==> src/cache_pkg.sv <==
// ************************************************************************
// shared geometry, bus structs and FSM states of the L1 data cache
// import with cache_pkg::* in the module header of any file that needs it
// ************************************************************************

package cache_pkg;

    localparam int WORD_W      = 32;
    localparam int ADDR_W      = 32;
    localparam int BLOCK_WORDS = 2;
    localparam int N_SETS      = 32;                // 256 data bytes
    localparam int BYTE_LANES  = WORD_W / 8;
    localparam int BYTE_BITS   = $clog2(BYTE_LANES);
    localparam int SET_BITS    = $clog2(N_SETS);
    localparam int WORD_BITS   = $clog2(BLOCK_WORDS);
    localparam int TAG_BITS    = ADDR_W - SET_BITS - WORD_BITS - BYTE_BITS;

    typedef logic [WORD_W-1:0] word_t;
    typedef word_t [BLOCK_WORDS-1:0] block_t;

    // address split, msb first
    typedef struct packed {
        logic [TAG_BITS-1:0]  tag;
        logic [SET_BITS-1:0]  set_idx;
        logic [WORD_BITS-1:0] word_idx;
        logic [BYTE_BITS-1:0] byte_idx;
    } cache_addr_t;

    typedef struct packed {
        logic                valid;
        logic                dirty;
        logic [TAG_BITS-1:0] tag;
    } tag_entry_t;

    // processor side
    typedef struct packed {
        logic                  ren;
        logic                  wen;
        logic [ADDR_W-1:0]     addr;
        word_t                 wdata;
        logic [BYTE_LANES-1:0] byte_en;
    } cpu_req_t;

    typedef struct packed {
        logic  busy;
        word_t rdata;
    } cpu_rsp_t;

    // memory side, always one whole block per transfer
    typedef struct packed {
        logic              ren;
        logic              wen;
        logic [ADDR_W-1:0] addr;    // block aligned
        block_t            wdata;
    } mem_req_t;

    typedef struct packed {
        logic   busy;
        block_t rdata;
    } mem_rsp_t;

    typedef enum logic [2:0] {
        CLEAR,
        LOOKUP,
        WRITEBACK,
        FETCH,
        FLUSH
    } cache_state_t;

endpackage
==> src/cache_array.sv <==
// ************************************************************************
// set-indexed storage for the cache, one entry per set
// read is combinational on sel, write lands at the next edge when wen is high
// entry_t picks the payload (tag entries or data blocks)
// ************************************************************************

`timescale 1ns/1ps

module cache_array
    import cache_pkg::*;
#(
    parameter type entry_t = tag_entry_t
) (
    input  logic                CLK,
    input  logic                nRST,
    input  logic [SET_BITS-1:0] sel,
    input  logic                wen,
    input  entry_t              wdata,
    output entry_t              rdata
);

    entry_t mem [N_SETS];

    always_ff @(posedge CLK, negedge nRST) begin
        if (!nRST) begin
            for (int i = 0; i < N_SETS; i++) begin
                mem[i] <= '0;
            end
        end else if (wen) begin
            mem[sel] <= wdata;
        end
    end

    // zero-latency lookup, controller compares tags in the same cycle
    assign rdata = mem[sel];

endmodule

==> config.mk <==
export PLATFORM = sky130hd
export DESIGN_NAME = cache_array
export DESIGN_NICKNAME = d
export VERILOG_FILES = /design/src/cache_pkg.sv /design/src/cache_array.sv
export SDC_FILE = /design/constraint.sdc
export NUM_CORES = 1
export LEC_CHECK = 0
export CAP_MARGIN = 20
export CORE_ASPECT_RATIO = 0.8
export CORE_MARGIN = 5
export CORE_UTILIZATION = 40
export DETAILED_ROUTE_END_ITERATION = 8
export DONT_BUFFER_PORTS = 1
export PLACE_DENSITY = 0.53
export SLEW_MARGIN = 20
export SYNTH_ARGS = -nofsm -noshare
export SYNTH_HDL_FRONTEND = slang
export SYNTH_SLANG_ARGS = --single-unit
==> constraint.sdc <==
create_clock -name CLK -period 1.5 [get_ports CLK]
set_clock_uncertainty 0.05 [all_clocks]
set_input_delay 0 -clock CLK [delete_from_list [all_inputs] [get_ports CLK]]
set_output_delay 0 -clock CLK [all_outputs]
set_load 0.02 [all_outputs]
After elaboration in Yosys (flattened, before gate mapping) --
Index checks and enable logic that the tools add are counted.
Storage, ports and cells: flip-flop bits (word level) 832, bits of input ports 34, output and inout port bits 26, logic and storage cells 106
Cells by class: order comparisons 2, mux-type cells 6, bitwise logic cells 1, reduce and logical (&&, ||, !) cells 1
Operator list (count):
- 832-bit bitwise mux | 1
- 26-bit binary-select mux with 5-bit select | 1
- 26-bit demux with 5-bit select | 1
- 26-bit 2-to-1 mux | 3
- 6-bit greater-or-equal comparator, second input constant | 1
- 6-bit by 1-bit < comparator with 1-bit output, second input constant | 1
- 5-bit inverter with 6-bit output | 1
- 1-bit logical AND | 1

Logic depth before layout (Yosys ltp) --
depth in word-level cells 6, mapped depth 8, depth with buffers taken out 4

Worst setup path after synthesis --
OpenSTA, ideal clock, no wires.
path type input-to-reg, start input port sel[1], end register mem[185] (netlist bit), setup time 125 ps, arrival time 1445 ps, required time 1325 ps, path slack -120 ps, stages 6, buffers on the path 3, cells stage by stage buf_2 or3b_1 buf_4 nor3_4 buf_6 mux2_2
On the way: word-level cells in the longest chain between the ends 6, elaborated cells on any way between the ends 7, classes of those cells order compare: 2; mux: 3; bitwise: 1; reduce/logical: 1
RTL lines:
- start, declared | RTL line cache_array.sv:16 | input logic [SET_BITS-1:0] sel,
- 5-bit inverter with 6-bit output (not written as such) (*) | RTL line cache_array.sv:30 | mem[sel] <= wdata;
- 6-bit greater-or-equal comparator (not written as such) / 6-bit by 1-bit < comparator with 1-bit output (equally long branches) | RTL line cache_array.sv:30
- 1-bit logical AND (not written as such) | RTL line cache_array.sv:30
- 26-bit 2-to-1 mux (not written as such) | RTL line cache_array.sv:30
- 26-bit demux with 5-bit select (*) | RTL line cache_array.sv:30
- 832-bit bitwise mux (*) | RTL line cache_array.sv:30
- end signal, assigned by index | RTL line cache_array.sv:30
- end, declared | RTL line cache_array.sv:22 | entry_t mem [N_SETS];
Mark *: on every way between the ends. The rest lies on a longest branch, timed or not. A chain may end at the register's enable or synchronous reset.

==> metrics.yaml <==
crit_path_end_kind: "primary output"
switchingPower_mw: 15.4
first_pass_iters: 5
final.setup.worst_slack_ps: -1500
largest_reg_flops: 832
synth_cells: 2676
period_minus_slack_ps: 3000
cts-htree-levels: 3
slew_violations: 225
rows: 101
yosysWarnings: 0
layoutNonFillerInstCount: 4114
cts_sinks: 832
min_path_type: "input pin to async pin"
syn-num-nets: 2710
cell_internal_pwr_mw: 45.3
worst-path-buf-inv: 1
synth_area_per_cell_um2: 14.2
place.gp.congestion: 0.768
numPortBuffers: 0
critPathMaxStageDelay_ps: 780
initial_core_util_pct: 40.1
rsz0062_at_grt: "true"
p_leak_nw: 21.2
dieArea_um2: 101000
clk_latency_ps: 630
netlist-cell-type-count: 37
die_h_um: 285
max_slew_margin_pct: -70.7
grt_pass1_wl_um: 163000
ant_nets: 0
antenna_found_initial: 5
avgViaCountPerCell: 5.63
setup_viol: 41
synth_area_leaders: "dfrtp_1, mux2_2, mux2i_1, o22ai_1, mux2_1"
status: "finished, violations left"
drive_gt1_share_pct: 46.2
grt_usage_pct: 21.2
cp_cell_sequence: "mux2i_1, o22ai_2, nor4_4, nand2_2, buf_6"
violations: "hold timing, slew limit, setup timing"
netlist_area_um2: 37900
io_pins: 60
hold_slack_ps: -237
vdd.ir_drop.worst_uv: 906
syn_to_final_growth_pct: 21.4
reg.largest.list: "mem x832"
cp_slowest_cell: "mux2i_1"
grt_max_degree: 833
hpwl_um: 63900
finalPower_mw: 60.7
wl_per_cell_um: 26.4
die_w_um: 354
seq_power_share_pct: 47.7
period_share_pct: 200
ys_seq_elements: 832
clock_path_buffers: 3
p_per_area_nw_per_um2: 1320
dp.cells: 3879
via_count: 23200
pre_cts_ws_ps: -608
switching_share_pct: 25.3
worst_pin_slew_ps: 2560
cts_root_buffer: "clkbuf_16"
routed_wl_um: 109000
cp_top_family: "multiplexers"
path_class: "input pin to primary output"
cp.arrival_ps: 2950
cts.clk_slew.worst_paths_ps: 60
gr-total-overflow: 0
finish.net_count: 2846
cp_max_fo: 423
drcViolationCount: 0
core_area_um2: 94500
grt_pass1_vias: 25000
drt_iter0_drc: 1367
pwr-share-comb_pct: 16.6
post-synth-top-area-fraction_pct: 54.9
cts_buffers: 86
cp.required_ps: 1450
max_flop_register: "mem"
cp-start-kind: "input pin"
maxCapViolations: 0
fill_cells: 8126
clkPwrFrac_pct: 35.7
fmax_mhz: 333
cts_tree: "yes"
yosys.area.top_type: "dfrtp_1"
hold_viol_final: 286
seq_area_frac_synth_pct: 54.9
[synthesized netlist by cell type (all sizes together)]
| library cell | count |
|---|---|
| nor3 | 5 |
| mux2 | 832 |
| nor4 | 52 |
| or3b | 1 |
| clkbuf | 109 |
| nor3b | 3 |
| nand2 | 40 |
| or4b | 4 |
| nand3b | 3 |
| dfrtp | 832 |
| nand4b | 4 |
| and3 | 1 |
| mux2i | 416 |
| nor2 | 14 |
| or2 | 1 |
| o22ai | 208 |
| nand4 | 1 |
| or4 | 1 |
| nand4bb | 6 |
| and3b | 1 |
| nand3 | 6 |
| buf | 136 |
[worst paths after layout]
path | start | endpoint | slack [ps] | cells past startpoint
min | nRST | mem[61] | -240 | 6
max reg2reg | mem[558] | mem[558] | 100 | 2
max in group asynchronous | nRST | mem[179] | 120 | 7
min reg2reg | mem[33] | mem[33] | 430 | 1
min in group CLK | wen | mem[181] | 0 | 5
max | sel[1] | rdata[24] | -1500 | 5
[layer usage]
metal	vias up	share of wire [%]	GRT usage (%)	wire, um
met1	12500	48	30.7	52700
met3	130	3.8	3.96	4080
met5	-	0.014	0	15
met2	353	46	33.4	49800
met4	2	2.0	5.04	2130
li1	10100	-	-	-
[worst min-delay path: cells and delay by family]
kind | cells | cell delay [ps]
buffers and inverters | 6 | 960
[timing repair]
item / CTS / global route
pin swaps: 52 / 62
setup buffers: 1 / 5
hold buffers: 63 / 13
endpoints found under the setup margin: 26 / 669
hold endpoints to repair: 1664 / 402
cloned: 0 / 0
resized for setup: 124 / 72
[power by group through the flow]
stage               combinational, mW  sequential [mW]  clock [mW]
CTS                              9.31             28.9        22.2
global placement                 7.90             29.0           0
finish                           10.1             29.0        21.7
global route                     10.9             29.5        23.0
detailed placement               8.19             29.3           0
floorplan                        6.73             28.7           0
[cell usage in the layout, fill, tap and decap left out, drive strengths merged]
cell         netlist  layout
and3               1       1
and3b              1       1
buf              136     249
bufinv             0       5
clkbuf           109     130
clkinv             0      18
dfrtp            832     832
diode              0       3
dlygate4sd3        0      40
inv                0       2
mux2             832     832
mux2i            416     416
nand2             40      40
nand3              6       6
nand3b             3       3
nand4              1       1
nand4b             4       4
nand4bb            6       6
nor2              14      14
nor3               5       5
nor3b              3       3
nor4              52      52
o22ai            208     208
or2                1       1
or3b               1       1
or4                1       1
or4b               4       4
[layout make-up]
type / count / area, um^2 / share of cell area [%]
Sequential cell: 832 / 20800 / 45.2
Multi-Input combinational cell: 1599 / 16900 / 36.8
Timing Repair Buffer: 293 / 3890 / 8.45
Clock buffer: 126 / 2570 / 5.58
Tap cell: 1236 / 1550 / 3.36
Clock inverter: 25 / 273 / 0.592
Antenna cell: 3 / 7.51 / 0.0163
[stage by stage]
stage / cell area [um^2] / utilization (%) / setup TNS (ps)
after floorplan: 38000 / - / -1480
after global routing: 46000 / 48.7 / -27340
after global placement: 40900 / 43.3 / -25970
final: 46000 / 48.7 / -34030
after CTS: 45300 / 47.9 / -43060
after detailed placement: 40900 / 43.3 / -46080
[cells by family after synthesis]
family,Yosys count,synth area share (%)
simple gates,143,2.82
mux,1248,35.7
flops,832,54.9
compound gates,208,3.43
buf+inv,245,3.20
No activity file was read; power rests on OpenSTA's default activity.
