## src/cache_pkg.sv

```systemverilog
// ************************************************************************
// shared geometry, bus structs and FSM states of the L1 data cache
// import with cache_pkg::* in the module header of any file that needs it
// ************************************************************************

package cache_pkg;

    localparam int WORD_W      = 32;
    localparam int ADDR_W      = 32;
    localparam int BLOCK_WORDS = 2;
    localparam int N_SETS      = 32;                // 256 data bytes
    localparam int BYTE_LANES  = WORD_W / 8;
    localparam int BYTE_BITS   = $clog2(BYTE_LANES);
    localparam int SET_BITS    = $clog2(N_SETS);
    localparam int WORD_BITS   = $clog2(BLOCK_WORDS);
    localparam int TAG_BITS    = ADDR_W - SET_BITS - WORD_BITS - BYTE_BITS;

    typedef logic [WORD_W-1:0] word_t;
    typedef word_t [BLOCK_WORDS-1:0] block_t;

    // address split, msb first
    typedef struct packed {
        logic [TAG_BITS-1:0]  tag;
        logic [SET_BITS-1:0]  set_idx;
        logic [WORD_BITS-1:0] word_idx;
        logic [BYTE_BITS-1:0] byte_idx;
    } cache_addr_t;

    typedef struct packed {
        logic                valid;
        logic                dirty;
        logic [TAG_BITS-1:0] tag;
    } tag_entry_t;

    // processor side
    typedef struct packed {
        logic                  ren;
        logic                  wen;
        logic [ADDR_W-1:0]     addr;
        word_t                 wdata;
        logic [BYTE_LANES-1:0] byte_en;
    } cpu_req_t;

    typedef struct packed {
        logic  busy;
        word_t rdata;
    } cpu_rsp_t;

    // memory side, always one whole block per transfer
    typedef struct packed {
        logic              ren;
        logic              wen;
        logic [ADDR_W-1:0] addr;    // block aligned
        block_t            wdata;
    } mem_req_t;

    typedef struct packed {
        logic   busy;
        block_t rdata;
    } mem_rsp_t;

    typedef enum logic [2:0] {
        CLEAR,
        LOOKUP,
        WRITEBACK,
        FETCH,
        FLUSH
    } cache_state_t;

endpackage
```

## src/line_merge.sv

```systemverilog
// ************************************************************************
// folds one processor write word into a cache block
// only the byte lanes named by byte_en in the selected word change
// ************************************************************************

`timescale 1ns/1ps

module line_merge
    import cache_pkg::*;
(
    input  block_t                src,
    input  logic [WORD_BITS-1:0]  word_sel,
    input  word_t                 wdata,
    input  logic [BYTE_LANES-1:0] byte_en,
    output block_t                merged
);

    word_t lane_mask;   // ones on every bit of an enabled lane

    always_comb begin
        for (int b = 0; b < BYTE_LANES; b++) begin
            lane_mask[b*8 +: 8] = {8{byte_en[b]}};
        end
    end

    always_comb begin
        for (int w = 0; w < BLOCK_WORDS; w++) begin
            if (WORD_BITS'(w) == word_sel) begin
                merged[w] = (src[w] & ~lane_mask) | (wdata & lane_mask);
            end else begin
                merged[w] = src[w];     // other words pass untouched
            end
        end
    end

endmodule

```

## config.mk

```make
export PLATFORM = sky130hd
export DESIGN_NAME = line_merge
export DESIGN_NICKNAME = d
export VERILOG_FILES = /design/src/cache_pkg.sv /design/src/line_merge.sv
export SDC_FILE = /design/constraint.sdc
export NUM_CORES = 1
export LEC_CHECK = 0
export ABC_AREA = 1
export BUFFER_PORTS_ARGS = -buffer_cell sky130_fd_sc_hd__buf_2
export CAP_MARGIN = 25
export CORE_AREA = 2 2 64 66
export DETAILED_ROUTE_END_ITERATION = 10
export DIE_AREA = 0 0 66 68
export GPL_ROUTABILITY_DRIVEN = 0
export PLACE_DENSITY = 0.88
export SLEW_MARGIN = 20
export SYNTH_ARGS = -nofsm -noshare
export SYNTH_HDL_FRONTEND = slang
export SYNTH_SLANG_ARGS = --single-unit
```

## constraint.sdc

```tcl
create_clock -name vclk -period 2.65
set_clock_uncertainty 0.15 [all_clocks]
set_input_delay 0.53 -clock vclk [all_inputs]
set_output_delay 0.53 -clock vclk [all_outputs]
set_load 0.02 [all_outputs]
```

Word level (Yosys, flattened, before mapping)
Index checks and enable logic that the tools add are counted.
W data, S select, Z words.
Cells by class
  mux-type cells: 2
  bitwise logic cells: 6
Operators by type and width (number)
  $and A32 B32 Y32: 3
  $mux W32: 2
  $or A32 B32 Y32: 2
  $not A32 Y32: 1
Word-level totals
  output and inout port bits: 64
  bits in registers: 0
  input bits: 101
  word-level logic and storage cells: 8

Depth between registers and ports, before layout
Gate-level depths: netlist of run 1.
  depth in word-level cells: 4
  mapped depth: 5
  depth with buffers taken out: 4

Worst setup path after synthesis of run 1
No wires, ideal clock.
  path type: input port to output port
  start point: in word_sel
  end point: out merged[21] (netlist bit)
  data required time: 1970 ps
  path slack: 885 ps
  path buffers: 2
  arrival: 1085 ps
  cell stages on the path: 5
  path through: buf_6 > inv_12 > buf_12 > nand3_2 > nand2_1
RTL lines
  from (decl): line line_merge.sv:12  | input logic [WORD_BITS-1:0] word_sel,
  to (decl): line line_merge.sv:15  | output block_t merged

==> results of run 1 <==
-- power by group through the flow --
stage                     Clock [mW]  Sequential [mW]  Combinational, mW
after floorplan                    0                0              0.248
after global placement             0                0              0.394
after detailed placement           0                0              0.399
after CTS                          0                0              0.400
after global routing               0                0              0.438
final                              0                0              0.398
-- path summary, 6_finish.rpt --
path	startpoint	end
max	word_sel	merged[12]
min	src[55]	merged[55]
-- final cells by class --
class,count,share of cell area (%)
multi-input cells,200,49.6
repair buffers,168,46.2
well taps,50,3.40
inverters,1,0.885
-- logic make-up (layout without fill, tap and decap cells) --
family / Yosys count / after routing
AND/OR/NAND/NOR: 200 / 200
buffers and inverters: 16 / 169
-- per-stage QoR --
| step | instances | util, % | setup WS [ns] | instance area [um^2] |
|---|---|---|---|---|
| 2_1_floorplan | 216 | - | 0.885 | 1080 |
| 6_report | 419 | 47.7 | 0.361 | 1840 |
| 4_1_cts | 419 | 47.7 | 0.352 | 1840 |
| 3_5_place_dp | 419 | 47.7 | 0.347 | 1840 |
| 3_3_place_gp | 419 | 47.7 | 0.388 | 1840 |
| 5_1_grt | 419 | 47.7 | 0.218 | 1840 |
-- cells in the final DEF (no fill, tap or decap) --
| cell type | instances |
|---|---|
| nand2_2 | 2 |
| nand2_4 | 2 |
| buf_2 | 165 |
| nand2_1 | 132 |
| nand3_1 | 52 |
| nand3_2 | 12 |
| buf_4 | 3 |
| inv_12 | 1 |
-- worst max-delay path: cells and delay by family --
| family | cells | cell delay (ns) |
|---|---|---|
| AND/OR/NAND/NOR | 3 | 0.34 |
| buffers and inverters | 3 | 0.73 |
-- cell usage after synthesis --
cell / number
nand2_1: 132
nand3_1: 52
nand3_2: 12
buf_4: 8
buf_6: 4
buf_8: 2
nand2_2: 2
nand2_4: 2
buf_12: 1
inv_12: 1
-- layer usage --
layer	global-route usage [%]	share of wire, %	vias to the layer above
met5	0	0	-
met4	0.510	0	0
met3	1.81	9.7	0
met2	35.2	52	95
met1	18.7	38	826
li1	-	-	1008
==> results.md, run 1 <==
* Outcome: finished, final reports clean
* Final hold viol count at 0
* Cells after Synth at about 220
* Worst Hold Class: primary input to output pin
* RSZ-0062 raised after global routing: false
* Drt pass-1 iters at 4
* Synth Area in Adders at 0%
* Slew Limit Fails at 0
* Post-CTS Hold Fix Bufs at 0
* Setup TNS Final at 0 ns
* Pin count of the biggest net entering global routing at 37
* Clock period minus worst slack at about 2.3 ns
* Crit path arrival time at 1.61 ns
* Fmax at ~0.44 GHz
* XOR/XNOR share of the synthesized area at 0%
* Synth top area cells: nand2_1 46%, nand3_1 24%, nand3_2 11%
* Cts repair resizes at 0
* Starting Density at 28.1%
* Sequential share of power at 0%
* Slew HR at 66.2%
* Register area share after synthesis at 0%
* Worst-Margin Slew at 0.507 ns
* Antenna diodes at 0
* Via count at 1929
* Initial DRC Count at 50
* Sequential cell count at 0
* WP data required at 1.97 ns
* DRC violations left at 0
* LEAKAGE at 1.27 nW
* Largest area contributor in the netlist: nand2_1
* Drt via density at 4.60
* Maximum vdd drop at approximately 0.1 mV
* Largest family of logic cells by synthesized area: simple AND/OR/NAND/NOR gates
* Global-route wire length before repair at 6.26 mm
* Part of the cycle the worst path needs at 86.4%
* Clk pwr share at 0%
* Synthesized Nets at roughly 320
* HPWL after DPL at 3.54 mm
* Mux share of post-synthesis cell area at 0%
* Die Y at 68 um
* Row cnt at 23
* Internal at 0.151 mW
* Post-CTS Setup Inserts at 0
* Combinational power share at 100.0%
* Remaining antenna violation count at 0
* Die W at between 60 and 70 um
* CP Launch Type: primary input
* GRT Total Usage at 16.7%
* Post-synthesis simple-gate area fraction at 84.2%
* WS Path Type: primary input to output pin
* Core ar. at about 0.0039 mm^2
* CP max stage cell: buf_2
* Wire per inst at 10.3 um
* Fillers at 417
* P&R area growth vs syn at 69.8%
* Hold path depth at 4
* Clkbuf count at 0
* Port Buffers at 165
* Switching Fraction at 62.1%
* Compound-Gate Fraction of Synth Area at 0%
* Final Setup Violations at 0
* Initial antenna violation count at 0
* Global route overflow at 0
* Cell Pwr Density at 216 mW/mm^2
* Synth top area share at 45.8%
* Synthesized area at 0.00108 mm^2
* Share of layout cells above drive strength 1 at 50.1%
* Worst Setup End Kind: output pin
* Design Power at 0.398 mW
* Die area at 0.00449 mm^2
* Routed WL at between 4 and 5 mm
* Number of global-route vias before repair at 1523
* NetSw at 0.247 mW
* Syn. warnings at 0
* Worst hold slack at 1.21 ns
* Slowest stage delay, CP at 0.41 ns
* Crit Path Max Fanout at 36
* Nets@finish at 472
* Worst-path cell chain: buf_2, inv_12, nand2_2, nand2_1, nand2_1, buf_2
* Multi-input logic area at 911 um^2
* I/O pin total at approximately 170
* Syn Area/Cell at 5.01 um^2
* Max-Cap Viols at 0
* Distinct cells, synth at 10
* Seq. cell area at 0 um^2
No activity file was read; power rests on OpenSTA's default activity.
==> run 2, diff against run 1 <==
REMOVE_ABC_BUFFERS = 1   (was default)
==> results.md, run 2 (synthesis results as in run 1) <==
* Die W at 66 um (unchanged)
* Setup TNS Final at 0 ns (unchanged)
* Outcome: finished, final reports clean
* Seq. cell area at 0 um^2 (unchanged)
* Nets@finish at 471 (-0.21%)
* Die area at 0.00449 mm^2 (unchanged)
* Initial antenna violation count at 0 (unchanged)
* Final hold viol count at 0 (unchanged)
* Cts repair resizes at 0 (unchanged)
* I/O pin total at 165 (unchanged)
* Routed WL at 4.52 mm (+4.9%)
* Met3 wire len at 330 um (-21%)
* Number of global-route vias before repair at 1649 (+8.3%)
* Core ar. at 0.00386 mm^2 (unchanged)
* CP Launch Point: byte_en[3]
* HPWL after DPL at 3.66 mm (+3.1%)
* Initial DRC Count at 60 (+20%)
* P&R area growth vs syn at 69.1%
* Worst Setup End Kind: output pin
* Fmax at 0.465 GHz (+6.4%)
* Commonest non-fill, non-tap cell in the layout: buf_2
* DRC violations left at 0 (unchanged)
* Worst-Margin Slew at 0.398 ns (-0.109 ns)
* Crit path arrival time at 1.47 ns (-0.14 ns)
* GRT Total Usage at 18.8% (+2.1 points)
* Post-CTS Hold Fix Bufs at 0 (unchanged)
* Wire length on met1 at 1.81 mm (+11%)
* Cell Pwr Density at 218 mW/mm^2 (+0.72%)
* Sequential cell count at 0 (unchanged)
* Switching Fraction at 62.5% (+0.37 points)
* Commonest non-fill, non-tap cells in the layout: 165 x buf_2, 132 x nand2_1, 52 x nand3_1, 12 x nand3_2
* RSZ-0062 raised after global routing: false
* Combinational power share at 100.0% (about the same)
* Fillers at 427 (+2.4%)
* Starting Density at 28.1% (unchanged)
* Final Setup Violations at 0 (unchanged)
* DR top layer: met4
* Design Power at 0.399 mW (+0.30%)
* Die Y at 68 um (unchanged)
* Met2 Wirelength at 2.36 mm (+4.5%)
* Internal at 0.150 mW (-0.67%)
* Slew HR at 73.5% (+7.3 points)
* Post-CTS Setup Inserts at 0 (unchanged)
* Max-Cap Viols at 0 (unchanged)
* WS Path Type: primary input to output pin
* Drt via density at 4.68 (+1.7%)
* Remaining antenna violation count at 0 (unchanged)
* Clkbuf count at 0 (unchanged)
* Global route overflow at 0 (unchanged)
* Worst setup path endpoint: merged[59]
* Wire per inst at 10.8 um (+5.2%)
* CP Launch Type: primary input
* Worst Hold Class: primary input to output pin
* Via count at 1958 (+1.5%)
* Share of layout cells above drive strength 1 at 50.0% (-0.14 points)
* Maximum vdd drop at 0.146 mV (+47%)
* Slew Limit Fails at 0 (unchanged)
* Sequential share of power at 0% (unchanged)
* Antenna diodes at 0 (unchanged)
* LEAKAGE at 1.27 nW (-0.38%)
* Part of the cycle the worst path needs at 81.2% (-5.2 points)
* Port Buffers at 165 (unchanged)
* Clk pwr share at 0% (unchanged)
* Drt pass-1 iters at 4 (unchanged)
* Crit Path Max Fanout at 18 (-50%)
* Min-delay src: src[44]
* Pin count of the biggest net entering global routing at 37 (unchanged)
* Row cnt at 23 (unchanged)
* NetSw at 0.249 mW (+0.90%)
* Global-route wire length before repair at 7.10 mm (+13%)
* Clock period minus worst slack at 2.15 ns (-0.138 ns)
* WP data required at 1.97 ns (about the same)
## run 2: critical path, cell delays in order
cell	delay, ns
buf_2	0.34
nand2_1	0.27
nand2_1	0.12
nand2_1	0.05
buf_2	0.15
## run 2: worst min-delay path by stage
stage,slack (ns),cells after the start,to
6_report,1.22,4,merged[44]
5_1_grt,1.23,4,merged[42]
4_1_cts,1.22,4,merged[44]
3_5_place_dp,1.21,4,merged[44]
3_3_place_gp,1.21,4,merged[29]
2_1_floorplan,1.08,2,merged[0]
## run 2: per-layer routing
metal	global-route usage [%]	vias to the layer above
met2	35.9	88
met1	24.1	861
li1	-	1005
met3	1.48	4
met5	0	-
met4	1.28	0
## run 2: power by group through the flow
stage / registers, mW / clock network (mW) / logic (mW)
2_1_floorplan: 0 / 0 / 0.205
3_3_place_gp: 0 / 0 / 0.397
3_5_place_dp: 0 / 0 / 0.401
4_1_cts: 0 / 0 / 0.402
5_1_grt: 0 / 0 / 0.441
6_report: 0 / 0 / 0.399
## run 2: final cells by class
class                      count  area, um^2  share of cell area (%)
timing repair buffer         167         841                    45.9
multi-input combinational    200         911                    49.8
tap                           50        62.6                    3.42
inverter                       1        16.3                   0.889
## run 2: stage by stage
stage | setup WS (ns) | hold WS, ns | area, um^2 | utilization, % | cells
after floorplan | 1.01 | 1.08 | 927 | - | 201
after CTS | 0.461 | 1.22 | 1830 | 47.5 | 418
after detailed placement | 0.464 | 1.21 | 1830 | 47.5 | 418
final | 0.499 | 1.22 | 1830 | 47.5 | 418
after global placement | 0.506 | 1.21 | 1830 | 47.5 | 418
after global routing | 0.364 | 1.23 | 1830 | 47.5 | 418
==> run 3, diff against run 2 <==
ABC_AREA = 0   (was 1)
PLACE_DENSITY = 0.85   (was 0.88)
clock period = 2.1 ns   (was 2.65 ns; I/O delays follow)
==> results.md, run 3 <==
* Crit path arrival time at 1.41 ns (-0.06 ns)
* Sequential cell count at 0 (unchanged)
* Max-Cap Viols at 0 (unchanged)
* Design Power at 0.507 mW (+27%)
* Worst-Margin Slew at 0.225 ns (-0.173 ns)
* Most used cell, CP: buf_2
* Global route overflow at 0 (unchanged)
* Clock period minus worst slack at 1.98 ns
* Syn Area/Cell at 12.4 um^2 (+150%)
* Synth top area share at 50.4% (+4.6 points)
* Clkbuf count at 0 (unchanged)
* Slew Limit Fails at 0 (unchanged)
* Cells after Synth at 77 (-64%)
* Initial DRC Count at 10 (-83%)
* Outcome: finished, final reports clean
* P&R area growth vs syn at 95.0%
* Post-CTS Hold Fix Bufs at 0 (unchanged)
* DRC violations left at 0 (unchanged)
* WP data required at 1.53 ns (-0.44 ns)
* Via count at 1274 (-35%)
* Routed WL at 3.59 mm (-21%)
* Largest area contributor in the netlist: mux2_4
* Synth top area cells: mux2_4 50%, mux2_2 38%, buf_6 4.7%
* Fmax at roughly 0.51 GHz
* Hold path depth at 3 (-1)
* Post-CTS Setup Inserts at 0 (unchanged)
* CP Launch Type: primary input
* HPWL after DPL at 3.30 mm (-9.7%)
* Pin count of the biggest net entering global routing at 9 (-76%)
* RSZ-0062 raised after global routing: false
* LEAKAGE at 1.08 nW (-15%)
* CP max stage cell: mux2_4
* Fillers at 380 (-11%)
* Die Y at 68 um (unchanged)
* Final Setup Violations at 0 (unchanged)
* Crit Path Max Fanout at 8 (-10)
* Port Buffers at 165 (unchanged)
* Remaining antenna violation count at 0 (unchanged)
* Cell Area, Placed at 0.00186 mm^2 (+1.6%)
* Nets@finish at 346 (-27%)
* Starting Density at 24.7% (-3.3 points)
* Syn. warnings at 0 (unchanged)
* I/O pin total at 165 (unchanged)
* GRT Total Usage at 13.5% (-5.3 points)
* Commonest non-fill, non-tap cells in the layout: 165 x buf_2, 32 x mux2_4, 32 x mux2_2
* Row cnt at 23 (unchanged)
* Worst-path cell chain: buf_2, nor2b_2, buf_4, mux2_4, buf_2
* Global-route wire length before repair at 4.92 mm (-31%)
* Share of layout cells above drive strength 1 at 100% (+50 points)
* Slew HR at 85.0% (+12 points)
* Initial antenna violation count at 0 (unchanged)
* Cts repair resizes at 0 (unchanged)
* Worst hold slack at 1.03 ns (-0.185 ns)
* Min-delay src: src[9]
* Antenna diodes at 0 (unchanged)
* Number of global-route vias before repair at 1165 (-29%)
* Worst Hold Path EP: merged[9]
* Synthesized area at 953 um^2 (-12%)
* Worst Hold Class: primary input to output pin
* Drt pass-1 iters at 2 (-2)
* Fin area at 0.00186 mm^2 (+1.6%)
* Die area at 0.00449 mm^2 (unchanged)
* Wire per inst at 12.3 um (+13%)
* Core ar. at 0.00386 mm^2 (unchanged)
* Die W at 66 um (unchanged)
* WS Path Type: primary input to output pin
* Multi-input logic area at 901 um^2 (-1.1%)
* Worst Setup End Kind: output pin
* Seq. cell area at 0 um^2 (unchanged)
* Setup TNS Final at 0 ns (unchanged)
* Cell Pwr Density at 273 mW/mm^2 (+25%)
* Post-synth top cells: 32 x mux2_2, 32 x mux2_4, 4 x buf_6, 4 x nand2_2, 4 x nor2b_2
* Register area share after synthesis at 0% (unchanged)
* Drt via density at 4.35 (-7.2%)
* Final hold viol count at 0 (unchanged)
* Maximum vdd drop at 0.108 mV (-26%)
* Commonest non-fill, non-tap cell in the layout: buf_2
* Util after Layout at 48.2% (+0.75 points)
* Slowest stage delay, CP at 0.31 ns (-0.03 ns)
* Part of the cycle the worst path needs at 94.2%
* Distinct cells, synth at 6 (-4)
## run 3: changes by cell type after synthesis, moves of 2 or more
cell,change
nor2b_2,+4
buf_8,-2
mux2_4,+32
nand3_1,-52
nand2_4,-2
nand2_2,+2
nand2_1,-132
nand3_2,-12
buf_4,-7
mux2_2,+32
## run 3: cell type report
cell class         instances  share of cell area (%)
multi-input cells         72                    48.5
well taps                 50                    3.36
repair buffers           171                    48.2
## run 3: critical path: cells and delay by family
| family | cells | cell delay, ns |
|---|---|---|
| buf+inv | 3 | 0.53 |
| mux | 1 | 0.31 |
| simple gates | 1 | 0.15 |
## run 3: cells by family after synthesis
kind of cell / synth area share, %
buffers and inverters: 5.51
AND/OR/NAND/NOR: 6.30
multiplexers: 88.2
## run 3: power breakdown
group,total [mW],switching (mW),internal (mW)
logic,0.507,0.246,0.260
clock network,0,0,0
registers,0,0,0
total,0.507,0.246,0.260
## run 3: how the worst max path moves through the flow
stage	startpoint	to	slack [ns]	cells after the start
2_1_floorplan	byte_en[0]	merged[0]	0.33	2
3_3_place_gp	word_sel	merged[2]	0.14	5
3_5_place_dp	word_sel	merged[10]	0.12	5
4_1_cts	word_sel	merged[10]	0.11	5
5_1_grt	word_sel	merged[10]	0.06	5
6_report	word_sel	merged[10]	0.12	5
## run 3: metal layers
layer,part of all wire (%),global-route usage (%)
met2,56,29.5
met3,10,0.987
met5,0,0
met4,0,0
met1,34,14.7
## run 3: per-stage QoR
stage	cells	worst slack, ns
finish	293	0.122
global route	293	0.0641
CTS	293	0.114
detailed placement	293	0.117
global placement	293	0.143
floorplan	72	0.328
