**config.mk**
```make
export PLATFORM = sky130hd
export DESIGN_NAME = cache_ctrl
export DESIGN_NICKNAME = d
export VERILOG_FILES = /design/src/cache_pkg.sv /design/src/cache_ctrl.sv
export SDC_FILE = /design/constraint.sdc
export NUM_CORES = 1
export LEC_CHECK = 0
export ABC_AREA = 1
export BUFFER_PORTS_ARGS = -buffer_cell sky130_fd_sc_hd__buf_2
export CAP_MARGIN = 20
export CORE_AREA = 10 10 221 223
export DETAILED_ROUTE_END_ITERATION = 8
export DIE_AREA = 0 0 231 233
export SETUP_SLACK_MARGIN = 0.15
export SLEW_MARGIN = 20
export SYNTH_ARGS = -nofsm -noshare
export SYNTH_HDL_FRONTEND = slang
export SYNTH_SLANG_ARGS = --single-unit
```
**constraint.sdc**
```tcl
create_clock -name CLK -period 1.4 [get_ports CLK]
set_clock_uncertainty 0.05 [all_clocks]
set_input_delay 0.07 -clock CLK [delete_from_list [all_inputs] [get_ports CLK]]
set_output_delay 0.07 -clock CLK [all_outputs]
set_load 0.03 [all_outputs]
```
**src/cache_pkg.sv**
```systemverilog
// ************************************************************************
// shared geometry, bus structs and FSM states of the L1 data cache
// import with cache_pkg::* in the module header of any file that needs it
// ************************************************************************

package cache_pkg;

    localparam int WORD_W      = 32;
    localparam int ADDR_W      = 32;
    localparam int BLOCK_WORDS = 2;
    localparam int N_SETS      = 32;                // 256 data bytes
    localparam int BYTE_LANES  = WORD_W / 8;
    localparam int BYTE_BITS   = $clog2(BYTE_LANES);
    localparam int SET_BITS    = $clog2(N_SETS);
    localparam int WORD_BITS   = $clog2(BLOCK_WORDS);
    localparam int TAG_BITS    = ADDR_W - SET_BITS - WORD_BITS - BYTE_BITS;

    typedef logic [WORD_W-1:0] word_t;
    typedef word_t [BLOCK_WORDS-1:0] block_t;

    // address split, msb first
    typedef struct packed {
        logic [TAG_BITS-1:0]  tag;
        logic [SET_BITS-1:0]  set_idx;
        logic [WORD_BITS-1:0] word_idx;
        logic [BYTE_BITS-1:0] byte_idx;
    } cache_addr_t;

    typedef struct packed {
        logic                valid;
        logic                dirty;
        logic [TAG_BITS-1:0] tag;
    } tag_entry_t;

    // processor side
    typedef struct packed {
        logic                  ren;
        logic                  wen;
        logic [ADDR_W-1:0]     addr;
        word_t                 wdata;
        logic [BYTE_LANES-1:0] byte_en;
    } cpu_req_t;

    typedef struct packed {
        logic  busy;
        word_t rdata;
    } cpu_rsp_t;

    // memory side, always one whole block per transfer
    typedef struct packed {
        logic              ren;
        logic              wen;
        logic [ADDR_W-1:0] addr;    // block aligned
        block_t            wdata;
    } mem_req_t;

    typedef struct packed {
        logic   busy;
        block_t rdata;
    } mem_rsp_t;

    typedef enum logic [2:0] {
        CLEAR,
        LOOKUP,
        WRITEBACK,
        FETCH,
        FLUSH
    } cache_state_t;

endpackage
```
**src/cache_ctrl.sv**
```systemverilog
// ************************************************************************
// controller of the direct-mapped write-back cache
// does hit detection, miss handling with victim write-back, the clear sweep
// after reset and the flush sweep, and drives both arrays and the memory bus
// ************************************************************************

`timescale 1ns/1ps

module cache_ctrl
    import cache_pkg::*;
(
    input  logic                CLK,
    input  logic                nRST,
    input  cpu_req_t            cpu_req,
    output cpu_rsp_t            cpu_rsp,
    output mem_req_t            mem_req,
    input  mem_rsp_t            mem_rsp,
    input  logic                flush,
    output logic                flush_done,
    output logic [SET_BITS-1:0] tag_sel,
    output logic                tag_wen,
    output tag_entry_t          tag_wdata,
    input  tag_entry_t          tag_rdata,
    output logic                data_wen,
    output block_t              data_wdata,
    input  block_t              data_rdata,
    output block_t              merge_src,
    input  block_t              merged
);

    cache_state_t state, next_state;
    logic [SET_BITS-1:0] set_cnt, next_set_cnt;   // shared by CLEAR and FLUSH
    logic sweep_done, next_sweep_done;
    logic flush_pend;
    logic flush_any;
    logic hit, victim_dirty, last_set, advance;
    cache_addr_t req_addr, fetch_addr, wb_addr;

    assign req_addr = cache_addr_t'(cpu_req.addr);

    // sweeps walk the counter, everything else indexes by the request
    assign tag_sel = (state == CLEAR || state == FLUSH) ? set_cnt : req_addr.set_idx;

    assign hit          = tag_rdata.valid && (tag_rdata.tag == req_addr.tag);
    assign victim_dirty = tag_rdata.valid && tag_rdata.dirty;
    assign last_set     = (set_cnt == SET_BITS'(N_SETS - 1));

    // block aligned bus addresses
    always_comb begin
        fetch_addr          = req_addr;
        fetch_addr.word_idx = '0;
        fetch_addr.byte_idx = '0;
        wb_addr.tag         = tag_rdata.tag;     // victim tag rebuilt with its set
        wb_addr.set_idx     = tag_sel;
        wb_addr.word_idx    = '0;
        wb_addr.byte_idx    = '0;
    end

    // a flush pulse seen outside LOOKUP waits here
    assign flush_any = flush || flush_pend;

    always_ff @(posedge CLK, negedge nRST) begin
        if (!nRST) begin
            state      <= CLEAR;
            set_cnt    <= '0;
            sweep_done <= 1'b0;
            flush_pend <= 1'b0;
        end else begin
            state      <= next_state;
            set_cnt    <= next_set_cnt;
            sweep_done <= next_sweep_done;
            flush_pend <= flush_any && (state != LOOKUP);
        end
    end

    always_comb begin
        next_state      = state;
        next_set_cnt    = set_cnt;
        next_sweep_done = sweep_done;
        advance         = 1'b0;

        cpu_rsp.busy  = 1'b1;
        cpu_rsp.rdata = data_rdata[req_addr.word_idx];

        mem_req.ren   = 1'b0;
        mem_req.wen   = 1'b0;
        mem_req.addr  = fetch_addr;
        mem_req.wdata = data_rdata;     // only the victim is ever written out

        tag_wen    = 1'b0;
        tag_wdata  = '0;                 // invalid entry unless set below
        data_wen   = 1'b0;
        data_wdata = merged;
        merge_src  = data_rdata;
        flush_done = 1'b0;

        case (state)
            CLEAR: begin
                // one invalid tag per cycle
                tag_wen      = 1'b1;
                next_set_cnt = set_cnt + 1'b1;
                if (last_set) begin
                    next_state = LOOKUP;
                end
            end
            LOOKUP: begin
                if (flush_any) begin
                    next_state = FLUSH;
                end else if (cpu_req.ren && hit) begin
                    cpu_rsp.busy = 1'b0;
                end else if (cpu_req.wen && hit) begin
                    cpu_rsp.busy    = 1'b0;
                    tag_wen         = 1'b1;
                    tag_wdata.valid = 1'b1;
                    tag_wdata.dirty = 1'b1;
                    tag_wdata.tag   = req_addr.tag;
                    data_wen        = 1'b1;
                end else if (cpu_req.ren || cpu_req.wen) begin
                    next_state = victim_dirty ? WRITEBACK : FETCH;
                end
            end
            WRITEBACK: begin
                mem_req.wen  = 1'b1;
                mem_req.addr = wb_addr;
                if (!mem_rsp.busy) begin
                    next_state = FETCH;         // tag gets replaced by the fill
                end
            end
            FETCH: begin
                mem_req.ren = 1'b1;
                merge_src   = mem_rsp.rdata;    // write miss merges into the fill
                if (!mem_rsp.busy) begin
                    tag_wen         = 1'b1;
                    tag_wdata.valid = 1'b1;
                    tag_wdata.dirty = cpu_req.wen;
                    tag_wdata.tag   = req_addr.tag;
                    data_wen        = 1'b1;
                    data_wdata      = cpu_req.wen ? merged : mem_rsp.rdata;
                    next_state      = LOOKUP;
                end
            end
            FLUSH: begin
                if (sweep_done) begin
                    flush_done      = 1'b1;
                    next_sweep_done = 1'b0;
                    next_state      = LOOKUP;
                end else if (victim_dirty) begin
                    mem_req.wen  = 1'b1;
                    mem_req.addr = wb_addr;
                    advance      = !mem_rsp.busy;
                end else begin
                    advance = 1'b1;
                end
                // clear the line and move on once it is safe in memory
                if (advance) begin
                    tag_wen      = 1'b1;
                    next_set_cnt = set_cnt + 1'b1;
                    if (last_set) begin
                        next_sweep_done = 1'b1;
                    end
                end
            end
            default: begin
                next_state = CLEAR;
            end
        endcase
    end

endmodule

```
-- Yosys cells after proc, flatten, opt, wreduce, memory -nomap -nowiden
Index checks and enable logic that the tools add are counted.
- register bits after elaboration: 10
- bits of input ports: 292
- output and inout port bits: 293
- logic and storage cells: 80
- $add $sub $neg: 1
- magnitude comparators: 1
- equality and inequality tests: 15
- muxes and demuxes: 46
- reduce and logical (&&, ||, !) cells: 13
- operator list (operator ; count):
    64-bit two-way mux ; 4
    26-bit two-way mux ; 4
    33-bit two-way mux ; 2
    33-bit case mux with 2 select lines ; 1
    32-bit two-way mux ; 2
    26-bit case mux with 2 select lines ; 1
    24-bit == test ; 1
    3-bit two-way mux ; 8
    1-bit two-way mux ; 18
    3-bit case mux with 5 select lines ; 1
    5-bit two-way mux ; 2
    5-bit case mux with 2 select lines ; 1
    3-bit != test (second input constant) ; 3
    2-bit != test (second input constant) ; 4
    7-bit AND reduction ; 1
    3-bit by 2-bit == test with 1-bit output (second input constant) ; 2
    5-bit by 1-bit adder with 5-bit output (second input constant) ; 1
    5-bit == test (second input constant) ; 1
    1-bit logical AND ; 5
    1-bit case mux with 4 select lines ; 1
    3-bit by 1-bit == test with 1-bit output (second input constant) ; 1
    3-bit == test (second input constant) ; 1
    3-bit logical NOT ; 1
    1-bit logical OR ; 3
    7 further kinds ; 7

-- Longest topological paths before layout
Gate-level depths: netlist of the first run.
- depth in word-level cells: 7
- gate-level depth with buffers: 12
- gate-level depth less buffers: 12

-- Worst setup path before layout of the first run
Ideal clock, no wire load.
- path type: register to output
- from: reg state[0]
- to: out mem_req[68] in the netlist's numbering
- arrival time: 1.885 ns
- data required time: 1.280 ns
- setup slack: -0.605 ns
- cell stages (with the launch flop): 6
- path buffers: 1
- cells stage by stage: dfrtp_1 -> nor2_2 -> clkbuf_1 -> o21ai_0 -> nand2_1 -> o21ai_0
- RTL lines (what ; RTL line ; source):
    start: declaration ; cache_ctrl.sv:31 ; cache_state_t state, next_state;
    start signal: assignment ; cache_ctrl.sv:69 ; state <= next_state;
    end: declaration ; cache_ctrl.sv:16 ; output mem_req_t mem_req,

==> results of run 1 <==
## final timing paths
| kind | cells past startpoint | slack [ps] | endpoint |
|---|---|---|---|
| max | 12 | -700 | mem_req[81] |
| min | 3 | 40 | flush_pend |
| max reg2reg | 12 | -510 | set_cnt[4] |
| min reg2reg | 2 | 520 | set_cnt[3] |
| max in group asynchronous | 2 | 900 | state[0] |
| min in group asynchronous | 2 | 180 | set_cnt[4] |
## synthesized netlist by cell type
library cell,number,area [um2]
sky130_fd_sc_hd__nand3b_1,1,7.51
sky130_fd_sc_hd__buf_4,69,518
sky130_fd_sc_hd__mux2_2,34,383
sky130_fd_sc_hd__dfrtp_1,10,250
sky130_fd_sc_hd__buf_1,5,18.8
sky130_fd_sc_hd__conb_1,1,3.75
sky130_fd_sc_hd__o21ai_2,1,8.76
sky130_fd_sc_hd__ha_1,2,25.0
sky130_fd_sc_hd__nand2_2,1,6.26
sky130_fd_sc_hd__nor2_2,5,31.3
sky130_fd_sc_hd__nor2_1,25,93.8
sky130_fd_sc_hd__o21ai_0,116,581
sky130_fd_sc_hd__inv_1,127,477
sky130_fd_sc_hd__nor3_1,3,15.0
sky130_fd_sc_hd__nand3_2,1,10.0
sky130_fd_sc_hd__nand4_1,8,50.1
sky130_fd_sc_hd__nor3_2,1,10.0
sky130_fd_sc_hd__xnor2_1,5,43.8
sky130_fd_sc_hd__o21ai_1,50,250
sky130_fd_sc_hd__clkinv_1,1,3.75
sky130_fd_sc_hd__nand3_1,10,50.1
sky130_fd_sc_hd__buf_2,9,45.0
sky130_fd_sc_hd__inv_2,2,7.51
sky130_fd_sc_hd__xor2_1,4,35.0
sky130_fd_sc_hd__buf_6,3,33.8
sky130_fd_sc_hd__clkbuf_1,25,93.8
sky130_fd_sc_hd__nand2_1,253,950
sky130_fd_sc_hd__o22ai_1,1,6.26
sky130_fd_sc_hd__a21oi_1,27,135
## flip-flops by register name, indices dropped and copies added (netlist names)
signal	flops
set_cnt	5
state	3
flush_pend	1
sweep_done	1
## metrics by stage
step                total power, mW  instance area, um2  std cells
finish                         12.5               12900       2011
global placement               8.36                9620       1939
floorplan                      5.66                5990        802
detailed placement             8.44                9620       1939
CTS                            11.1               11500       1980
global route                   13.1               12900       2011
## power groups by stage
| stage | sequential (mW) | combinational, mW | clock (mW) |
|---|---|---|---|
| detailed placement | 0.534 | 7.91 | 0 |
| global route | 0.569 | 12.0 | 0.512 |
| floorplan | 0.539 | 5.13 | 0 |
| CTS | 0.548 | 10.1 | 0.499 |
| finish | 0.554 | 11.4 | 0.492 |
| global placement | 0.525 | 7.83 | 0 |
## cell type report
| cell class | instances | area, um2 | area share [%] |
|---|---|---|---|
| well taps | 592 | 741 | 5.73 |
| inverters | 130 | 488 | 3.78 |
| flip-flops and latches | 10 | 251 | 1.95 |
| clock buffers | 3 | 75.1 | 0.581 |
| repair buffers | 721 | 6170 | 47.7 |
| diodes | 1 | 2.50 | 0.0194 |
| multi-input cells | 554 | 5200 | 40.2 |
## critical path: stages, from the launching register on
cell,delay (ps)
sky130_fd_sc_hd__dfrtp_1,390
sky130_fd_sc_hd__buf_6,130
sky130_fd_sc_hd__nor2_4,110
sky130_fd_sc_hd__inv_2,70
sky130_fd_sc_hd__nor2_4,110
sky130_fd_sc_hd__nand2_2,90
sky130_fd_sc_hd__o21ai_4,200
sky130_fd_sc_hd__buf_12,140
sky130_fd_sc_hd__buf_12,110
sky130_fd_sc_hd__buf_16,120
sky130_fd_sc_hd__buf_6,100
sky130_fd_sc_hd__o21ai_4,50
sky130_fd_sc_hd__buf_6,130
## logic make-up after synthesis
| logic type | after synthesis | synth area share [%] |
|---|---|---|
| other | 1 | 0.0905 |
| adders and majority gates | 2 | 0.604 |
| muxes | 34 | 9.24 |
| AOI/OAI and AO/OA | 195 | 23.7 |
| buffers and inverters | 241 | 28.9 |
| and+or+nand+nor | 308 | 29.5 |
| xor gates and xnor gates | 9 | 1.90 |
| DFF | 10 | 6.04 |
## cell usage in the layout (no fill, tap or decap), drive strengths merged
| cell | instances |
|---|---|
| diode | 1 |
| o22ai | 1 |
| a21oi | 27 |
| nand2 | 257 |
| nand3b | 1 |
| buf | 703 |
| nor2 | 30 |
| conb | 3 |
| dlygate4sd3 | 1 |
| nand3 | 11 |
| clkbuf | 18 |
| inv | 129 |
| ha | 2 |
| nor3 | 4 |
| mux2 | 34 |
| xnor2 | 5 |
| dfrtp | 10 |
| bufbuf | 2 |
| nand4 | 8 |
| o21ai | 167 |
| xor2 | 4 |
| clkinv | 1 |
## metal layers
metal  track usage [%]  wire length [um]  vias up
li1                  -                 -     3701
met1              14.7             15100     3758
met2              25.2             22200      449
met3              4.05              3670       76
met4              3.35              1310        6
met5                 0                41        -
## what timing repair did
| item | 4_1_cts | 5_1_grt |
|---|---|---|
| pin swaps | 12 | 18 |
| endpoints found under the setup margin | 203 | 203 |
| hold buffers | 1 | 0 |
| resized for setup | 373 | 302 |
| cloned | 14 | 16 |
| setup buffers | 23 | 14 |
| endpoints found under the hold margin | 10 | 0 |
==> run summary, run 1 <==
### Power and ir drop
- static leakage: 6.44 nW
- part of the power in combinational logic: 91.6%
- maximum vdd ir drop: 0.00140 V
- fraction of power consumed by sequential logic: 4.4%
- clock share of power: 3.9%
- net switching power figure: 6.39 mW
- power per cell area: 966 mW/mm2
- Net Sw Frac: 51.2%
- Internal: 6.09 mW

### Synthesis
- mean cell area of the mapped netlist: 5.18 um2
- total of warnings raised by yosys: 0
- Mapped Cells: 800
- synth unique cells: 29
- flip-flop and latch count after synthesis: 10
- cell area after synthesis: 0.00414 mm2
- register area share after synthesis: 6.04%

### Worst setup path
- data required time of the worst path: 1280 ps
- critical path start-end classification: flop to output pin
- RR Startpoint: state[1]
- element type at the critical path start: flop
- maximum fanout encountered on the critical timing path: 6
- crit path launch: state[1]
- arrival time at the worst endpoint: 1980 ps
- CP Capture Type: output pin

### Hold path
- worst hold path class: input port to flop
- hold path start: flush

### Die
- area of the placeable core: 0.0441 mm2
- die width: 231 um
- die area: 0.0538 mm2
- chip height: 233 um
- number of cell rows: 77
- I/O pins: 585
- starting density of the core: 9.39%

### Clocking
- clock-pin slew on the worst setup and hold paths: 40 ps
- Clock Latency Late Sink: 230 ps
- CTS Root Buffer Type: sky130_fd_sc_hd__clkbuf_16
- Max Buffers Root-to-Sink: 2
- htree depth: 1
- CTS sink cnt: 10
- CTS tree: built
- number of buffers added by the clock tree synthesis step: 3

### Placed design
- number of buffer cells added on primary ports: 543
- Setup Slack @ Placement: -521 ps
- RD Place Congestion: 0.886
- HPWL after DPL: 33100 um

### Final layout
- number of filler instances in the final layout: 4547
- signed area change from the synthesized netlist to the final layout: 212%
- nets@finish: 1714
- ratio of cells with drive above 1 in the final layout: 75.2%
- end-of-flow core utilization: 29.3%

### Global route
- first-pass GRT wire length: 55300 um
- number of global-route vias before repair: 8158
- largest net degree at the start of global routing: 33
- number of antenna violations at the first check in global routing: 15
- global route total overflow: 0
- GRT Total Usage: 13.5%

### Timing
- final setup violation count: 202
- smallest setup slack after layout: -704 ps
- max-slew headroom at the worst pin: 40.3%
- share of the clock period used by the worst path after layout: 150%
- actual transition at the worst max-transition pin: 895 ps
- total count of max-transition violations in the final report: 0
- Post-Route Hold Slack: 36.8 ps
- timing-limited maximum frequency: 475 MHz
- count of endpoints failing hold in the final timing report: 0
- final critical path time including I/O delays and setup: 2100 ps
- aggregate negative setup slack: -103890 ps
- setup repair after global routing missed its margin: yes

### Detailed routing
- length of the first detailed-routing pass in iterations: 4
- number of nets with antenna violations after detailed routing: 0
- routed wire length per instance: 21.1 um
- detailed router's first-iteration violation count: 349
- Vias per Instance: 3.97
- count of vias placed by the detailed router: 7990
- DRC Markers: 0
- final routed wirelength across all metal layers: 42400 um

### Run
- Max Cap Violations: 0

### Run status
- result of the run: complete, but fails checks
- failing checks: negative setup slack

(Power assumes the default switching activity.)
==> inputs of run 2 (changes only) <==
--- a/config.mk
+++ b/config.mk
@@ -8,9 +8,10 @@
 export ABC_AREA = 1
 export BUFFER_PORTS_ARGS = -buffer_cell sky130_fd_sc_hd__buf_2
 export CAP_MARGIN = 20
-export CORE_AREA = 10 10 221 223
+export CORE_AREA = 10 10 217 219
 export DETAILED_ROUTE_END_ITERATION = 8
-export DIE_AREA = 0 0 231 233
+export DIE_AREA = 0 0 227 229
+export REMOVE_ABC_BUFFERS = 1
 export SETUP_SLACK_MARGIN = 0.15
 export SLEW_MARGIN = 20
 export SYNTH_ARGS = -nofsm -noshare
==> constraint.sdc (replaced) <==
create_clock -name CLK -period 2 [get_ports CLK]
set_clock_uncertainty 0.05 [all_clocks]
set_input_delay 0.1 -clock CLK [delete_from_list [all_inputs] [get_ports CLK]]
set_output_delay 0.1 -clock CLK [all_outputs]
set_load 0.03 [all_outputs]
==> run 2 against run 1 <==
The flow still finishes with violations (negative setup slack). Sequential power down 29%. Largest power group unchanged. Clock-buffer cell count up 1. Critical endpoint is now data_wdata[59]. Design area down 19%.
==> run summary, run 2 (synthesized netlist as in run 1, its figures left out) <==
### Clocking
- number of buffers added by the clock tree synthesis step: 3, unchanged
- Max Buffers Root-to-Sink: 2, unchanged
- CTS tree: built
- Clock Latency Late Sink: 240 ps, about the same
- clock-pin slew on the worst setup and hold paths: 40 ps, about the same
- CTS Root Buffer Type: sky130_fd_sc_hd__clkbuf_16
- CTS sink cnt: 10, unchanged
- htree depth: 1, unchanged

### Timing
- timing-limited maximum frequency: 475 MHz
- setup repair after global routing missed its margin: yes
- actual transition at the worst max-transition pin: 620 ps, -275 ps
- count of endpoints failing hold in the final timing report: 0, unchanged
- final setup violation count: 16, -92%
- max-slew headroom at the worst pin: 58.6%, +18 points
- smallest setup slack after layout: -104 ps, +600 ps
- share of the clock period used by the worst path after layout: 105%
- aggregate negative setup slack: -363 ps, +103530 ps
- total count of max-transition violations in the final report: 0, unchanged
- final critical path time including I/O delays and setup: 2100 ps

### Final layout
- most common library cell in the layout ignoring fill and taps: sky130_fd_sc_hd__buf_2
- ratio of cells with drive above 1 in the final layout: 65.0%, -10 points
- signed area change from the synthesized netlist to the final layout: 153%
- number of flip-flops under the largest register name: 5, unchanged
- register ranked first by flip-flop count: set_cnt
- commonest non-fill, non-tap cells in the layout: sky130_fd_sc_hd__buf_2 (366), sky130_fd_sc_hd__nand2_1 (195), sky130_fd_sc_hd__buf_6 (128)
- Largest regs: set_cnt: 5 flops, state: 3 flops
- nets@finish: 1619, -5.5%

### Power and ir drop
- overall power of the completed layout: 7.00 mW, -44%
- static leakage: 5.60 nW, -13%
- power per cell area: 668 mW/mm2, -31%
- maximum vdd ir drop: 0.000693 V, -51%

### Placed design
- HPWL after DPL: 34500 um, +4.2%
- RD Place Congestion: 0.959, +8.2%
- number of buffer cells added on primary ports: 543, unchanged

### Die
- die width: 227 um, -1.7%
- I/O pins: 585, unchanged
- chip height: 229 um, -1.7%
- starting density of the core: 9.70%, +0.31 points
- number of cell rows: 76, -1.3%
- area of the placeable core: 0.0427 mm2, -3.2%
- die area: 0.0520 mm2, -3.4%

### Global route
- number of antenna violations at the first check in global routing: 38, +23
- GRT Total Usage: 14.1%, +0.53 points
- largest net degree at the start of global routing: 38, +15%
- first-pass GRT wire length: 52600 um, -4.9%
- number of global-route vias before repair: 6887, -16%
- global route total overflow: 0, unchanged

### Detailed routing
- Vias per Instance: 4.08, +2.7%
- count of vias placed by the detailed router: 7660, -4.1%
- routed wire length per instance: 23.7 um, +13%
- number of nets with antenna violations after detailed routing: 0, unchanged
- detailed router's first-iteration violation count: 437, +25%
- DRC Markers: 0, unchanged
- length of the first detailed-routing pass in iterations: 5, +1
- final routed wirelength across all metal layers: 44500 um, +5.1%

### Run
- Max Cap Violations: 0, unchanged

### Hold path
- worst hold path class: input port to flop

### Worst setup path
- CP Capture Type: output pin
- delay-heaviest family, CP: buffers and inverters
- stage delay of the slowest cell on the critical path: 410 ps, +20 ps
- maximum fanout encountered on the critical timing path: 18, +12
- Buf/Inv on CP: 3, -4
- worst-path cell with the longest stage delay: sky130_fd_sc_hd__dfrtp_1
- critical path start-end classification: flop to output pin
- worst path cell trace: nor2_4 > nand2_4 > nor2_4 > buf_12 > nand2_8 > clkbuf_16 > o21ai_1 > buf_4
- data required time of the worst path: 1850 ps, +570 ps
- element type at the critical path start: flop
- cell mode on critical path: sky130_fd_sc_hd__nor2_4
- arrival time at the worst endpoint: 1950 ps, -30 ps

### Run status
- failing checks: negative setup slack
- result of the run: complete, but fails checks

==> run 2: cell types whose count changed in the layout (fill, tap and decap cells not counted), sizes merged <==
cell	before	now
nand2	257	255
buf	703	608
bufbuf	2	0
clkbuf	18	23
diode	1	8
==> run 2: layout make-up <==
| type | count | area (um2) |
|---|---|---|
| clock buffers | 4 | 88.8 |
| fillers | 4744 | 32200 |
| flip-flops and latches | 10 | 250 |
| well taps | 546 | 683 |
| repair buffers | 628 | 5090 |
| inverters | 130 | 488 |
| multi-input cells | 552 | 3870 |
| diodes | 8 | 20.0 |
==> run 2: power by group <==
part	switching (mW)	leakage, nW	internal, mW	total (mW)
combinational	3.68	5.43	2.54	6.22
sequential	0.0885	0.122	0.306	0.395
clock	0.0905	0.0442	0.300	0.391
==> run 2: final timing paths <==
check | depth (start not counted) | endpoint | from | slack, ps
worst min register to register | 2 | flush_pend | flush_pend | 450
worst max-delay path | 8 | data_wdata[59] | state[2] | -100
worst max register to register | 7 | set_cnt[4] | state[0] | 320
worst min-delay path | 3 | flush_pend | flush | 80
max in group asynchronous | 2 | state[2] | nRST | 1480
min in group asynchronous | 2 | set_cnt[1] | nRST | 210
==> run 2: through the flow <==
stage          setup WS (ps)  std cells  instance area (um2)  hold slack (ps)  utilization (%)
4_1_cts                -31.6       1832                 8320             84.4             19.5
3_5_place_dp             114       1805                 7110            -69.6             16.7
6_report                -104       1878                10500             81.5             24.6
3_3_place_gp             121       1805                 7110            -72.4             16.7
2_1_floorplan          -2730        691                 3440             -246                -
5_1_grt                 -221       1874                10500              117             24.5
==> run 2: what timing repair did <==
| action | CTS | global route |
|---|---|---|
| cloned | 8 | 24 |
| setup endpoints to repair | 142 | 180 |
| hold buffers | 1 | 0 |
| buffers inserted | 14 | 14 |
| pin swaps | 8 | 10 |
| resized for setup | 287 | 441 |
| hold endpoints to repair | 10 | 0 |
==> run 2: worst min-delay path, stage by stage <==
cell	delay, ps
sky130_fd_sc_hd__buf_2	110
sky130_fd_sc_hd__o21ai_0	70
sky130_fd_sc_hd__inv_1	50
==> run 2: metal layers <==
layer	wire length [um]	global-route usage [%]	vias up
met5	218	0	-
met4	1210	3.44	38
met3	7260	10.1	105
met2	20500	22.7	480
met1	15300	14.5	3512
li1	-	-	3525
==> inputs of run 3 (changes only) <==
==> constraint.sdc (replaced) <==
create_clock -name CLK -period 2.2 [get_ports CLK]
set_clock_uncertainty 0.05 [all_clocks]
set_input_delay 0.22 -clock CLK [delete_from_list [all_inputs] [get_ports CLK]]
set_output_delay 0.22 -clock CLK [all_outputs]
set_load 0.03 [all_outputs]
==> run 3 against run 2 <==
The run now ends clean. Sequential share of layout area up 0.22 points. Largest cell class unchanged. Register-to-register slack better by 120 ps. Critical endpoint is now mem_req[81]. Global-route usage up 0.61 points. Highest routed layer unchanged.
==> run summary, run 3 (synthesized netlist as in run 1, its figures left out) <==
### Run status
- result of the run: finished clean

### Detailed routing
- length of the first detailed-routing pass in iterations: 4, -1
- DRC Markers: 0, unchanged
- count of vias placed by the detailed router: 7383, -3.6%
- final routed wirelength across all metal layers: 42500 um, -4.7%
- detailed router's first-iteration violation count: 255, -42%
- Vias per Instance: 3.97, -2.6%
- number of nets with antenna violations after detailed routing: 0, unchanged
- routed wire length per instance: 22.8 um, -3.6%

### Global route
- largest net degree at the start of global routing: 43, +13%
- GRT Total Usage: 14.7%, +0.61 points
- number of global-route vias before repair: 7209, +4.7%
- number of antenna violations at the first check in global routing: 32, -16%
- first-pass GRT wire length: 55300 um, +5.0%
- global route total overflow: 0, unchanged

### Worst setup path
- data required time of the worst path: 1930 ps, +80 ps
- setup slack, reg-to-reg: 440 ps, +120 ps
- endpoint of the lowest-slack register-to-register path: set_cnt[1]
- end of the critical path: mem_req[81]
- CP Capture Type: output pin
- maximum fanout encountered on the critical timing path: 6, -12
- critical path start-end classification: flop to output pin
- arrival time at the worst endpoint: 1900 ps, -50 ps
- crit path launch: state[0]
- element type at the critical path start: flop
- cell depth of the worst flop-to-flop path: 8, +1
- RR Startpoint: state[0]

### Timing
- share of the clock period used by the worst path after layout: 98.6%
- final critical path time including I/O delays and setup: 2170 ps
- final setup violation count: 0, -16
- total count of max-transition violations in the final report: 0, unchanged
- smallest setup slack after layout: 31.9 ps, +136 ps
- count of endpoints failing hold in the final timing report: 0, unchanged
- timing-limited maximum frequency: 461 MHz
- setup repair after global routing missed its margin: yes
- Post-Route Hold Slack: 189 ps, +108 ps

### Die
- number of cell rows: 76, unchanged
- starting density of the core: 9.70%, unchanged
- die area: 0.0520 mm2, unchanged
- area of the placeable core: 0.0427 mm2, unchanged
- die width: 227 um, unchanged
- chip height: 229 um, unchanged
- I/O pins: 585, unchanged

### Placed design
- RD Place Congestion: 0.960, +0.10%
- Setup Slack @ Placement: 172 ps, +58.2 ps
- DP Cell Count: 1807, +0.11%
- number of buffer cells added on primary ports: 543, unchanged
- HPWL after DPL: 34500 um, +0.14%

### Power and ir drop
- Internal: 2.38 mW, -24%
- fraction of power consumed by sequential logic: 6.4%, +0.8 points
- static leakage: 5.28 nW, -5.6%
- net switching power figure: 3.25 mW, -16%
- part of the power in combinational logic: 88.0%, -0.8 points
- overall power of the completed layout: 5.63 mW, -20%
- maximum vdd ir drop: 0.000760 V, +9.6%
- power per cell area: 586 mW/mm2, -12%
- clock share of power: 5.6%, about the same
- Net Sw Frac: 57.7%, +2.6 points

### Final layout
- area occupied by multi-input gates: 0.00366 mm2, -5.6%
- nets@finish: 1605, -0.86%
- ratio of cells with drive above 1 in the final layout: 61.7%, -3.4 points
- register ranked first by flip-flop count: set_cnt
- post-layout instance count excluding filler cells: 1858, -1.1%
- FF+latch area: 250 um2, unchanged
- number of flip-flops under the largest register name: 5, unchanged
- most common library cell in the layout ignoring fill and taps: sky130_fd_sc_hd__buf_2
- Largest regs: set_cnt: 5 flops, state: 3 flops
- signed area change from the synthesized netlist to the final layout: 132%
- commonest non-fill, non-tap cells in the layout: sky130_fd_sc_hd__buf_2 (401), sky130_fd_sc_hd__nand2_1 (189), sky130_fd_sc_hd__inv_1 (126)
- number of filler instances in the final layout: 4801, +1.2%

### Clocking
- CTS sink cnt: 10, unchanged
- htree depth: 1, unchanged
- Clock Latency Late Sink: 230 ps, about the same
- Max Buffers Root-to-Sink: 2, unchanged
- number of buffers added by the clock tree synthesis step: 3, unchanged
- CTS Root Buffer Type: sky130_fd_sc_hd__clkbuf_16
- CTS tree: built
- clock-pin slew on the worst setup and hold paths: 40 ps, about the same

### Run
- Max Cap Violations: 0, unchanged

### Hold path
- worst hold path class: input port to flop

[run 3: timing repair]
action | in CTS | in global routing
hold endpoints to repair | 10 | 0
hold buffers | 1 | 0
endpoints found under the setup margin | 132 | 173
setup buffers | 21 | 10
resized for setup | 309 | 229
cloned | 11 | 2
pin swaps | 9 | 12
[run 3: stage by stage]
step	setup TNS [ps]	instance area (um2)	utilization (%)
after floorplan	-238420	3440	-
after global placement	0	7140	16.7
after detailed placement	0	7140	16.7
after CTS	0	8570	20.1
after global routing	-1140	9590	22.5
final	0	9600	22.5
[run 3: routing by layer]
| metal | vias to the layer above | part of all wire, % | wire length [um] | track usage, % |
|---|---|---|---|---|
| li1 | 3477 | - | - | - |
| met1 | 3409 | 40 | 16800 | 17.5 |
| met2 | 397 | 45 | 19300 | 24.3 |
| met3 | 76 | 13 | 5440 | 6.72 |
| met4 | 24 | 1.9 | 825 | 1.85 |
| met5 | - | 0.33 | 138 | 0 |
[run 3: layout make-up]
class                           count  share of cell area (%)
Timing Repair Buffer              615                    46.2
Clock buffer                        3                   0.782
Sequential cell                    10                    2.61
Tap cell                          546                    7.12
Antenna cell                        3                  0.0782
Inverter                          130                    5.08
Multi-Input combinational cell    551                    38.1
[run 3: power by group through the flow]
stage               Combinational, mW  Sequential (mW)  Clock [mW]
floorplan                        2.24            0.342           0
global placement                 3.86            0.355           0
detailed placement               3.86            0.358           0
CTS                              4.61            0.361       0.319
global route                     5.28            0.372       0.327
finish                           4.95            0.360       0.317
[run 3: how the worst min path moves through the flow]
stage / startpoint / end / slack, ps / depth (start not counted)
6_report: flush / flush_pend / 190 / 3
2_1_floorplan: nRST / flush_pend / -130 / 0
5_1_grt: flush / flush_pend / 210 / 3
4_1_cts: flush / flush_pend / 190 / 3
3_5_place_dp: nRST / set_cnt[1] / 50 / 1
3_3_place_gp: nRST / set_cnt[1] / 40 / 1
[run 3: critical path, cell delays in order (launching register included)]
cell and delay [ps]:
sky130_fd_sc_hd__dfrtp_1 400, sky130_fd_sc_hd__nor2_2 160, sky130_fd_sc_hd__inv_2 70, sky130_fd_sc_hd__nor2_4 110
sky130_fd_sc_hd__nand2_4 70, sky130_fd_sc_hd__o21ai_4 160, sky130_fd_sc_hd__buf_12 160, sky130_fd_sc_hd__buf_8 130
sky130_fd_sc_hd__buf_6 120, sky130_fd_sc_hd__nand2_2 40, sky130_fd_sc_hd__o21ai_1 70, sky130_fd_sc_hd__buf_4 180
